## src/logic/pcie_tx_cfg.svh

```systemverilog
// pcie tx arbiter configuration

`ifndef PCIE_TX_CFG_SVH
`define PCIE_TX_CFG_SVH

// ==========================================================================
// sources and beat format
// ==========================================================================

`define PCIE_TX_NUM_CH      4       // packet sources, ch0 = completions
`define PCIE_TX_DATA_W      64      // beat payload bits
`define PCIE_TX_MASK_W      2       // one bit per 32-bit half
`define PCIE_TX_KEEP_W      8       // byte enables toward the core

// ==========================================================================
// transmit buffer and pipeline
// ==========================================================================

`define PCIE_TX_FIFO_DEPTH  64      // beats
`define PCIE_TX_AFULL_LVL   48      // no new grant at or above this
`define PCIE_TX_DLY_STAGES  2       // registers after capture

`endif

```

## src/logic/pcie_tx_pkg.sv

```systemverilog
// pcie tx shared types

`default_nettype none

`include "pcie_tx_cfg.svh"

package pcie_tx_pkg;

    // one beat as it travels to the core, 68 bits
    typedef struct packed {
        logic                         sop;      // first beat of packet
        logic                         eop;      // last beat of packet
        logic [`PCIE_TX_MASK_W-1:0]   mask;     // bit1 = upper dword valid
        logic [`PCIE_TX_DATA_W-1:0]   data;
    } tx_beat_t;

    // inputs of one packet source
    typedef struct packed {
        logic       req;                        // level, held until ack
        logic       dvld;                       // beat below is valid
        tx_beat_t   beat;
    } tx_chan_t;

    // one write into the transmit buffer
    typedef struct packed {
        logic       wr;                         // write strobe
        tx_beat_t   beat;
    } buf_wr_t;

endpackage

`default_nettype wire

```

## src/logic/axis_tx_out.sv

```systemverilog
// core side stream output

`timescale 1ns/1ps
`default_nettype none

`include "pcie_tx_cfg.svh"

module axis_tx_out (
    input  logic                          PCIE_CLK,
    input  logic                          PCIE_RST,
    input  pcie_tx_pkg::tx_beat_t         rd_beat,   // fifo head
    input  logic                          empty,
    input  logic                          tready,    // core ready
    output logic                          rd_en,     // pop fifo head
    output logic [`PCIE_TX_DATA_W-1:0]    tdata,
    output logic [`PCIE_TX_KEEP_W-1:0]    tkeep,
    output logic                          tvalid,
    output logic                          tlast
);

    localparam int BPM = `PCIE_TX_KEEP_W / `PCIE_TX_MASK_W;  // keep bits per mask bit

    logic [`PCIE_TX_KEEP_W-1:0] keep;                // widened mask

    assign rd_en = tready && !empty;                 // one beat per ready cycle

    always_comb begin
        for (int i = 0; i < `PCIE_TX_MASK_W; i++) begin
            keep[i*BPM +: BPM] = {BPM{rd_beat.mask[i]}};  // mask[1] -> upper bytes
        end
    end

    always_ff @(posedge PCIE_CLK or posedge PCIE_RST) begin
        if (PCIE_RST) begin
            tvalid <= 1'b0;
            tdata  <= '0;
            tkeep  <= '0;
            tlast  <= 1'b0;
        end else begin
            tvalid <= rd_en;                         // drops a cycle after ready
            tdata  <= rd_beat.data;
            tkeep  <= keep;
            tlast  <= rd_beat.eop && rd_en;          // never without valid
        end
    end

endmodule

`default_nettype wire

```

## src/logic/pcie_tx.sv

```systemverilog
// pcie transmit packet arbiter top

`timescale 1ns/1ps
`default_nettype none

`include "pcie_tx_cfg.svh"

module pcie_tx (
    input  logic                                      PCIE_CLK,
    input  logic                                      PCIE_RST,
    input  logic                                      tx_en,   // transmit enable
    input  pcie_tx_pkg::tx_chan_t [`PCIE_TX_NUM_CH-1:0] chan,  // packet sources
    output logic [`PCIE_TX_NUM_CH-1:0]                ack,     // grant pulses
    output logic [`PCIE_TX_DATA_W-1:0]                tdata,   // to pcie core
    output logic [`PCIE_TX_KEEP_W-1:0]                tkeep,
    output logic                                      tvalid,
    output logic                                      tlast,
    input  logic                                      tready
);

    // ======================================================================
    // internal nets
    // ======================================================================

    logic [`PCIE_TX_NUM_CH-1:0] req;                 // split out of chan
    logic [`PCIE_TX_NUM_CH-1:0] eop;
    logic [`PCIE_TX_NUM_CH-1:0] grant;               // one-hot owner
    logic                       buf_afull;
    logic                       buf_empty;
    logic                       buf_rd;
    pcie_tx_pkg::buf_wr_t       buf_wr;              // capture -> fifo
    pcie_tx_pkg::tx_beat_t      buf_head;            // fifo -> output

    always_comb begin
        for (int i = 0; i < `PCIE_TX_NUM_CH; i++) begin
            req[i] = chan[i].req;
            eop[i] = chan[i].beat.eop;               // sources tie eop to dvld
        end
    end

    // ======================================================================
    // stages
    // ======================================================================

    tx_arbiter i_arb (
        .PCIE_CLK  (PCIE_CLK),
        .PCIE_RST  (PCIE_RST),
        .tx_en     (tx_en),
        .req       (req),
        .eop       (eop),
        .buf_afull (buf_afull),
        .grant     (grant),
        .ack       (ack)
    );

    tx_beat_capture i_cap (
        .PCIE_CLK  (PCIE_CLK),
        .PCIE_RST  (PCIE_RST),
        .grant     (grant),
        .chan      (chan),
        .buf_wr    (buf_wr)
    );

    tx_fifo #(
        .DEPTH     (`PCIE_TX_FIFO_DEPTH),
        .AFULL_LVL (`PCIE_TX_AFULL_LVL)
    ) i_fifo (
        .PCIE_CLK  (PCIE_CLK),
        .PCIE_RST  (PCIE_RST),
        .buf_wr    (buf_wr),
        .rd_en     (buf_rd),
        .rd_beat   (buf_head),
        .empty     (buf_empty),
        .afull     (buf_afull)
    );

    axis_tx_out i_out (
        .PCIE_CLK  (PCIE_CLK),
        .PCIE_RST  (PCIE_RST),
        .rd_beat   (buf_head),
        .empty     (buf_empty),
        .tready    (tready),
        .rd_en     (buf_rd),
        .tdata     (tdata),
        .tkeep     (tkeep),
        .tvalid    (tvalid),
        .tlast     (tlast)
    );

endmodule

`default_nettype wire

```

## src/logic/tx_arbiter.sv

```systemverilog
// fixed priority tx arbiter

`timescale 1ns/1ps
`default_nettype none

`include "pcie_tx_cfg.svh"

module tx_arbiter (
    input  logic                          PCIE_CLK,
    input  logic                          PCIE_RST,
    input  logic                          tx_en,      // global transmit enable
    input  logic [`PCIE_TX_NUM_CH-1:0]    req,        // request levels
    input  logic [`PCIE_TX_NUM_CH-1:0]    eop,        // per source end of packet
    input  logic                          buf_afull,  // buffer nearly full
    output logic [`PCIE_TX_NUM_CH-1:0]    grant,      // one-hot owner, zero = idle
    output logic [`PCIE_TX_NUM_CH-1:0]    ack         // one-cycle pulses
);

    // ======================================================================
    // winner selection
    // ======================================================================

    logic [`PCIE_TX_NUM_CH-1:0] win;                  // lowest set request bit
    logic                       idle;                 // no owner right now
    logic                       can_grant;            // new owner this edge
    logic                       owner_eop;            // owner ends its packet

    // two's complement trick isolates the lowest requester
    assign win       = req & (~req + 1'b1);           // ch0 wins over all others
    assign idle      = (grant == '0);
    assign can_grant = idle && tx_en && !buf_afull && (|req);
    assign owner_eop = |(grant & eop);                // only owner's eop counts

    // ======================================================================
    // grant state and acknowledge
    // ======================================================================

    always_ff @(posedge PCIE_CLK or posedge PCIE_RST) begin
        if (PCIE_RST) begin
            grant <= '0;
        end else if (can_grant) begin
            grant <= win;                             // owns path from this edge
        end else if (owner_eop) begin
            grant <= '0;                              // back to idle on eop
        end
    end

    // ack is high in the cycle right after the grant edge
    // the source puts its first beat out in that same cycle
    always_ff @(posedge PCIE_CLK or posedge PCIE_RST) begin
        if (PCIE_RST) begin
            ack <= '0;
        end else begin
            ack <= can_grant ? win : '0;              // single pulse per grant
        end
    end

endmodule

`default_nettype wire

```

## src/logic/tx_beat_capture.sv

```systemverilog
// granted beat capture and delay line

`timescale 1ns/1ps
`default_nettype none

`include "pcie_tx_cfg.svh"

module tx_beat_capture (
    input  logic                                      PCIE_CLK,
    input  logic                                      PCIE_RST,
    input  logic [`PCIE_TX_NUM_CH-1:0]                grant,   // one-hot owner
    input  pcie_tx_pkg::tx_chan_t [`PCIE_TX_NUM_CH-1:0] chan,  // all sources
    output pcie_tx_pkg::buf_wr_t                      buf_wr   // toward the fifo
);

    // ======================================================================
    // source select
    // ======================================================================

    pcie_tx_pkg::tx_chan_t                              sel;   // owner's inputs
    pcie_tx_pkg::buf_wr_t                               cap_q; // capture register
    pcie_tx_pkg::buf_wr_t [`PCIE_TX_DLY_STAGES-1:0]     dly_q; // delay line

    // grant is one-hot so at most one source passes
    always_comb begin
        sel = '0;                                     // idle gives a zero write
        for (int i = 0; i < `PCIE_TX_NUM_CH; i++) begin
            if (grant[i]) begin
                sel = chan[i];
            end
        end
    end

    // ======================================================================
    // capture and delay
    // ======================================================================

    always_ff @(posedge PCIE_CLK or posedge PCIE_RST) begin
        if (PCIE_RST) begin
            cap_q <= '0;
        end else begin
            cap_q.wr   <= sel.dvld;                   // invalid beats never written
            cap_q.beat <= sel.beat;
        end
    end

    // beat sampled at edge E reaches the fifo write port for edge E+3
    always_ff @(posedge PCIE_CLK or posedge PCIE_RST) begin
        if (PCIE_RST) begin
            dly_q <= '0;
        end else begin
            dly_q[0] <= cap_q;
            for (int i = 1; i < `PCIE_TX_DLY_STAGES; i++) begin
                dly_q[i] <= dly_q[i-1];               // shift one stage
            end
        end
    end

    assign buf_wr = dly_q[`PCIE_TX_DLY_STAGES-1];     // oldest stage

endmodule

`default_nettype wire

```

## src/logic/tx_fifo.sv

```systemverilog
// synchronous transmit buffer

`timescale 1ns/1ps
`default_nettype none

`include "pcie_tx_cfg.svh"

module tx_fifo #(
    parameter int DEPTH     = `PCIE_TX_FIFO_DEPTH,   // beats
    parameter int AFULL_LVL = `PCIE_TX_AFULL_LVL     // grant stop level
) (
    input  logic                    PCIE_CLK,
    input  logic                    PCIE_RST,
    input  pcie_tx_pkg::buf_wr_t    buf_wr,          // from capture stage
    input  logic                    rd_en,           // pop head beat
    output pcie_tx_pkg::tx_beat_t   rd_beat,         // head, valid before pop
    output logic                    empty,
    output logic                    afull            // registered level
);

    localparam int AW = (DEPTH > 1) ? $clog2(DEPTH) : 1;
    localparam int CW = $clog2(DEPTH + 1);

    // ======================================================================
    // storage and pointers
    // ======================================================================

    pcie_tx_pkg::tx_beat_t  mem [DEPTH];             // beat storage
    logic [AW-1:0]          wr_ptr;
    logic [AW-1:0]          rd_ptr;
    logic [CW-1:0]          count;                   // occupancy in beats
    logic [CW-1:0]          count_nxt;
    logic                   do_wr;
    logic                   do_rd;

    assign do_wr   = buf_wr.wr && (count != CW'(DEPTH));  // full never hit in use
    assign do_rd   = rd_en && !empty;
    assign empty   = (count == '0);
    assign rd_beat = mem[rd_ptr];                    // show-ahead read

    always_comb begin
        count_nxt = count + CW'(do_wr) - CW'(do_rd);
    end

    always_ff @(posedge PCIE_CLK) begin
        if (do_wr) begin
            mem[wr_ptr] <= buf_wr.beat;
        end
    end

    // ======================================================================
    // control
    // ======================================================================

    always_ff @(posedge PCIE_CLK or posedge PCIE_RST) begin
        if (PCIE_RST) begin
            wr_ptr <= '0;
            rd_ptr <= '0;
            count  <= '0;
            afull  <= 1'b0;
        end else begin
            if (do_wr) begin
                wr_ptr <= (wr_ptr == AW'(DEPTH - 1)) ? '0 : wr_ptr + 1'b1;
            end
            if (do_rd) begin
                rd_ptr <= (rd_ptr == AW'(DEPTH - 1)) ? '0 : rd_ptr + 1'b1;
            end
            count <= count_nxt;
            afull <= (count_nxt >= CW'(AFULL_LVL));   // moves with the count
        end
    end

endmodule

`default_nettype wire

```

## config.mk

```make
export PLATFORM = sky130hd
export DESIGN_NAME = pcie_tx
export DESIGN_NICKNAME = d
export VERILOG_FILES = /design/src/logic/pcie_tx_pkg.sv /design/src/logic/axis_tx_out.sv /design/src/logic/pcie_tx.sv /design/src/logic/tx_arbiter.sv /design/src/logic/tx_beat_capture.sv /design/src/logic/tx_fifo.sv
export VERILOG_INCLUDE_DIRS = /design/src /design/src/logic
export SDC_FILE = /design/constraint.sdc
export NUM_CORES = 2
export LEC_CHECK = 0
export BUFFER_PORTS_ARGS = -buffer_cell sky130_fd_sc_hd__buf_2
export CORE_MARGIN = 2
export CORE_UTILIZATION = 47
export CTS_CLUSTER_DIAMETER = 150
export DETAILED_ROUTE_END_ITERATION = 7
export PLACE_DENSITY = 0.62
export RECOVER_POWER = 25
export SLEW_MARGIN = 20
export SYNTH_ARGS = -nofsm -noshare
export SYNTH_HDL_FRONTEND = slang
export SYNTH_MEMORY_MAX_BITS = 65536
export SYNTH_SLANG_ARGS = --single-unit
```

## constraint.sdc

```tcl
create_clock -name PCIE_CLK -period 26.4 [get_ports PCIE_CLK]
set_input_delay 2.64 -clock PCIE_CLK [delete_from_list [all_inputs] [get_ports PCIE_CLK]]
set_output_delay 2.64 -clock PCIE_CLK [all_outputs]
set_load 0.05 [all_outputs]
```

==> impl_metrics.py <==
metrics = {
    "cts": {
        "clock-sinks": 4588,
        "cts_hold_buf": 0,
        "root_buffer": "clkbuf_16",
        "worstSkewPairLatency_ns": 0.99,
        "cts_tree": "done",
        "clockBufferDepth": 4,
        "postCtsResizedCells": 0,
        "post_cts_buffers": 0,
        "cts_buffers": 454,
        "cts.clk_slew.worst_paths_ns": 0.06,
        "htree_levels": 5,
    },
    "hold_path": {
        "hold_path_class": "reg2reg",
        "whs_endpoint": "i_cap.buf_wr[24]",
        "hold_depth": 0,
        "holdCritStartpoint": "i_cap.dly_q[24]",
    },
    "routing": {
        "vias": 84500,
        "viasPerCell": 6.37,
        "wl_met2_mm": 237,
        "routedLengthMet1_mm": 189,
        "drtIter0Drc": 12200,
        "drt-total-wl_mm": 496,
        "dr.pass1.iters": 6,
        "antenna_left": 0,
        "wl_per_cell_um": 37.4,
        "met3_length_mm": 49.2,
        "drcViolationCount": 0,
        "dr.max_layer_used": "met5",
    },
    "placed_design": {
        "routabilityCongestion": 1.01,
        "place_hpwl_mm": 270,
        "place.port_buffers": 357,
    },
    "grt": {
        "grtUsageTotal_pct": 26.6,
        "grt_pass1_vias": 84400,
        "antenna_found_initial": 52,
        "grt_pass1_wl_mm": 681,
        "overflow": 0,
        "grt_max_degree": 147,
    },
    "timing": {
        "fin_tns_setup_ns": 0,
        "slew_violations": 2730,
        "worstMarginPinSlew_ns": 2.87,
        "clock.fmax_mhz": 159,
        "setup-violations-final": 0,
        "fin_crit_ns": 6.31,
        "rsz0062_at_grt": "no",
        "slew_headroom_pct": -91.3,
        "hold_violations": 0,
        "holdWs_ns": 0.338,
        "finalCritPeriodShare_pct": 23.9,
        "finClkSkew_ns": 0.0619,
    },
    "worst_setup_path": {
        "cpMaxStageDelayCell": "dfrtp_4",
        "crit_family": "buffers and inverters",
        "worstReg2RegEnd": "i_out.tdata[24]",
        "worstPathCellList": "buf_4 > buf_4 > buf_4 > buf_4 > mux4_2 > a22oi_1 > o21ai_0 > o22ai_1 > nor2_1",
        "start_kind": "register",
        "critPathCaptureType": "register",
        "critPathBufInv": 4,
        "worstRegToRegCells": 9,
        "worstPathMaxFanout": 64,
        "r2r_start": "i_fifo.rd_ptr[1]",
        "r2r_slack_ns": 20.09,
        "crit_arrival_ns": 7.12,
        "critPathKind": "reg2reg",
        "cpMostUsedCell": "buf_4",
        "slowest_delay_ns": 0.99,
        "required_ns": 27.21,
    },
    "synth": {
        "synth_top_family_by_area": "multiplexers",
        "synth_compound_area_share_pct": 2.01,
        "ys_types": 61,
        "synth_edf_count": 4288,
        "synth_adder_area_share_pct": 0.0912,
        "synth-seq-cells": 4588,
        "netlist_area_mm2": 0.173,
        "async_reset_ff_share_pct": 6.54,
        "synth_fp_nets": 7650,
        "avgSynthCellArea_um2": 23.5,
        "ys_seq_area_share_pct": 78.8,
        "ys.flop_type": "edfxtp_1",
        "synthXorXnorAreaFrac_pct": 0.0507,
        "synthCells": 7354,
        "synth-simple-area-share_pct": 1.05,
        "yosysWarnings": 0,
        "synth.area.mux_share_pct": 16.7,
    },
    "power_and_ir_drop": {
        "power_density_mw_per_mm2": 107,
        "p_leak_nw": 63.6,
        "max-vdd-ir-drop_mv": 0.134,
    },
    "final_layout": {
        "drive_above_1_share_pct": 31.0,
        "nets": 8326,
        "synthToLayoutAreaGrowth_pct": 13.5,
    },
    "floorplan": {
        "fp.dieArea_mm2": 0.373,
        "fp.coreArea_mm2": 0.366,
        "die_h_um": 610,
        "std_cell_rows": 222,
        "start_util_pct": 47.3,
        "die_x_um": 610,
        "ios": 362,
    },
    "outcome": {
        "violations": "capacitance limit, slew limit",
        "status": "complete, but fails checks",
    },
    "flow_run": {
        "max-cap-violations": 42,
    },
}
-- per-stage QoR --
step	cell area, µm²	utilization [%]	worst slack, ns	power, mW	instances
after floorplan	173000	-	15.47	13.0	7354
after global placement	181000	49.6	20.14	14.8	12400
after detailed placement	181000	49.6	20.16	14.9	12400
after CTS	196000	53.6	20.17	21.2	13200
after global routing	196000	53.6	19.80	21.8	13300
final	196000	53.6	20.09	21.1	13300
-- flip-flops by register name, summed over array words and instances (netlist names), 6 cells and up --
register and flops:
i_fifo.mem 4288, i_cap.cap_q 68, i_fifo.rd_ptr 6, i_fifo.wr_ptr 6, i_fifo.count 7, i_out.tdata 64
i_cap.dly_q 68, i_cap.buf_wr 68
-- cell families after synthesis --
kind of cell	after synthesis
flip-flops	4588
AND/OR/NAND/NOR	423
AO/OA/AOI/OAI	527
buffers and inverters	439
XOR/XNOR	10
adder cells (fa/ha/maj)	12
multiplexers	1355
-- how the worst max path moves through the flow --
| stage | startpoint | end | slack, ns | depth (start not counted) |
|---|---|---|---|---|
| floorplan | PCIE_RST | i_arb.ack[0] | 15.47 | 1 |
| global placement | i_fifo.rd_ptr[1] | i_out.tdata[24] | 20.14 | 9 |
| detailed placement | i_fifo.rd_ptr[1] | i_out.tdata[24] | 20.16 | 9 |
| CTS | i_fifo.rd_ptr[1] | i_out.tdata[24] | 20.17 | 9 |
| global route | i_fifo.rd_ptr[1] | i_out.tdata[24] | 19.80 | 9 |
| finish | i_fifo.rd_ptr[1] | i_out.tdata[24] | 20.09 | 9 |
-- synth_stat cells, types with 5 or more instances --
| cell type | count | area, µm² |
|---|---|---|
| a22o_1 | 19 | 166 |
| xnor2_1 | 7 | 61.3 |
| nor2b_1 | 21 | 131 |
| dfrtp_1 | 300 | 7510 |
| nand2b_1 | 5 | 31.3 |
| nand3_1 | 20 | 100 |
| and2_1 | 9 | 56.3 |
| mux2i_1 | 112 | 1120 |
| nor2_1 | 194 | 728 |
| a21oi_1 | 89 | 445 |
| a31oi_1 | 6 | 37.5 |
| nor3_1 | 23 | 115 |
| o22ai_1 | 76 | 475 |
| buf_2 | 122 | 611 |
| a221oi_1 | 23 | 201 |
| buf_6 | 34 | 383 |
| nand2_1 | 127 | 477 |
| mux2_2 | 20 | 225 |
| mux4_2 | 1223 | 27500 |
| nand3b_1 | 7 | 52.6 |
| a22oi_1 | 136 | 1020 |
| edfxtp_1 | 4288 | 129000 |
| buf_1 | 39 | 146 |
| o21ai_0 | 108 | 541 |
| ha_1 | 11 | 138 |
| a211oi_1 | 5 | 37.5 |
| o221ai_1 | 11 | 96.3 |
| clkbuf_1 | 190 | 713 |
| inv_1 | 24 | 90.1 |
| a21o_1 | 6 | 45.0 |
| a211o_1 | 9 | 78.8 |
| a311oi_1 | 13 | 114 |
| buf_4 | 29 | 218 |
-- power breakdown --
group          internal, mW  switching [mW]  total (mW)
clock                  3.65            2.73        6.38
combinational          2.36            3.22        5.58
sequential             8.72           0.399        9.12
-- placed cells by master, fill, tap and decap left out, types with 7 or more instances in the layout --
cell        Yosys  layout
dfrtp_2         0      20
diode_2         0      22
mux4_2       1223    1223
nor3_1         23      22
clkinv_1        1      82
clkbuf_1      190     146
buf_12          0      15
inv_1          24      23
a22o_1         19      19
nand2_1       127     125
mux2i_1       112     112
dfrtp_1       300     273
a311oi_1       13      13
a21oi_1        89      89
mux2_2         20      20
clkinvlp_4      0      18
and2_1          9       7
nor2b_1        21      17
o22ai_1        76      76
a22oi_1       136     136
nor2_4          0      66
nand3_1        20      20
a211o_1         9       9
a221oi_1       23      23
o21ai_0       108     107
clkinv_2        0      84
buf_2         122     357
buf_4          29     223
edfxtp_1     4288    4288
nor2_1        194     127
clkbuf_8        0      38
ha_1           11      11
clkbuf_16       0     465
o221ai_1       11      11
xnor2_1         7       7
bufinv_16       0      32
dfrtp_4         0       7
nand3b_1        7       7
-- layout make-up --
type | instances | area [µm²]
Sequential cell | 4588 | 136000
Clock buffer | 613 | 12600
Antenna cell | 22 | 55.1
Timing Repair Buffer | 634 | 3980
Multi-Input combinational cell | 2327 | 35000
Tap cell | 4816 | 6030
Clock inverter | 239 | 2190
Fill cell | 27300 | 170000
Inverter | 25 | 101
-- routing by layer --
metal	track usage, %	vias to the layer above
met5	0	-
met4	9.99	14
met3	4.90	855
met2	42.0	4876
met1	37.1	46000
li1	-	32700
Note: power is estimated with default switching activity, not from simulation.
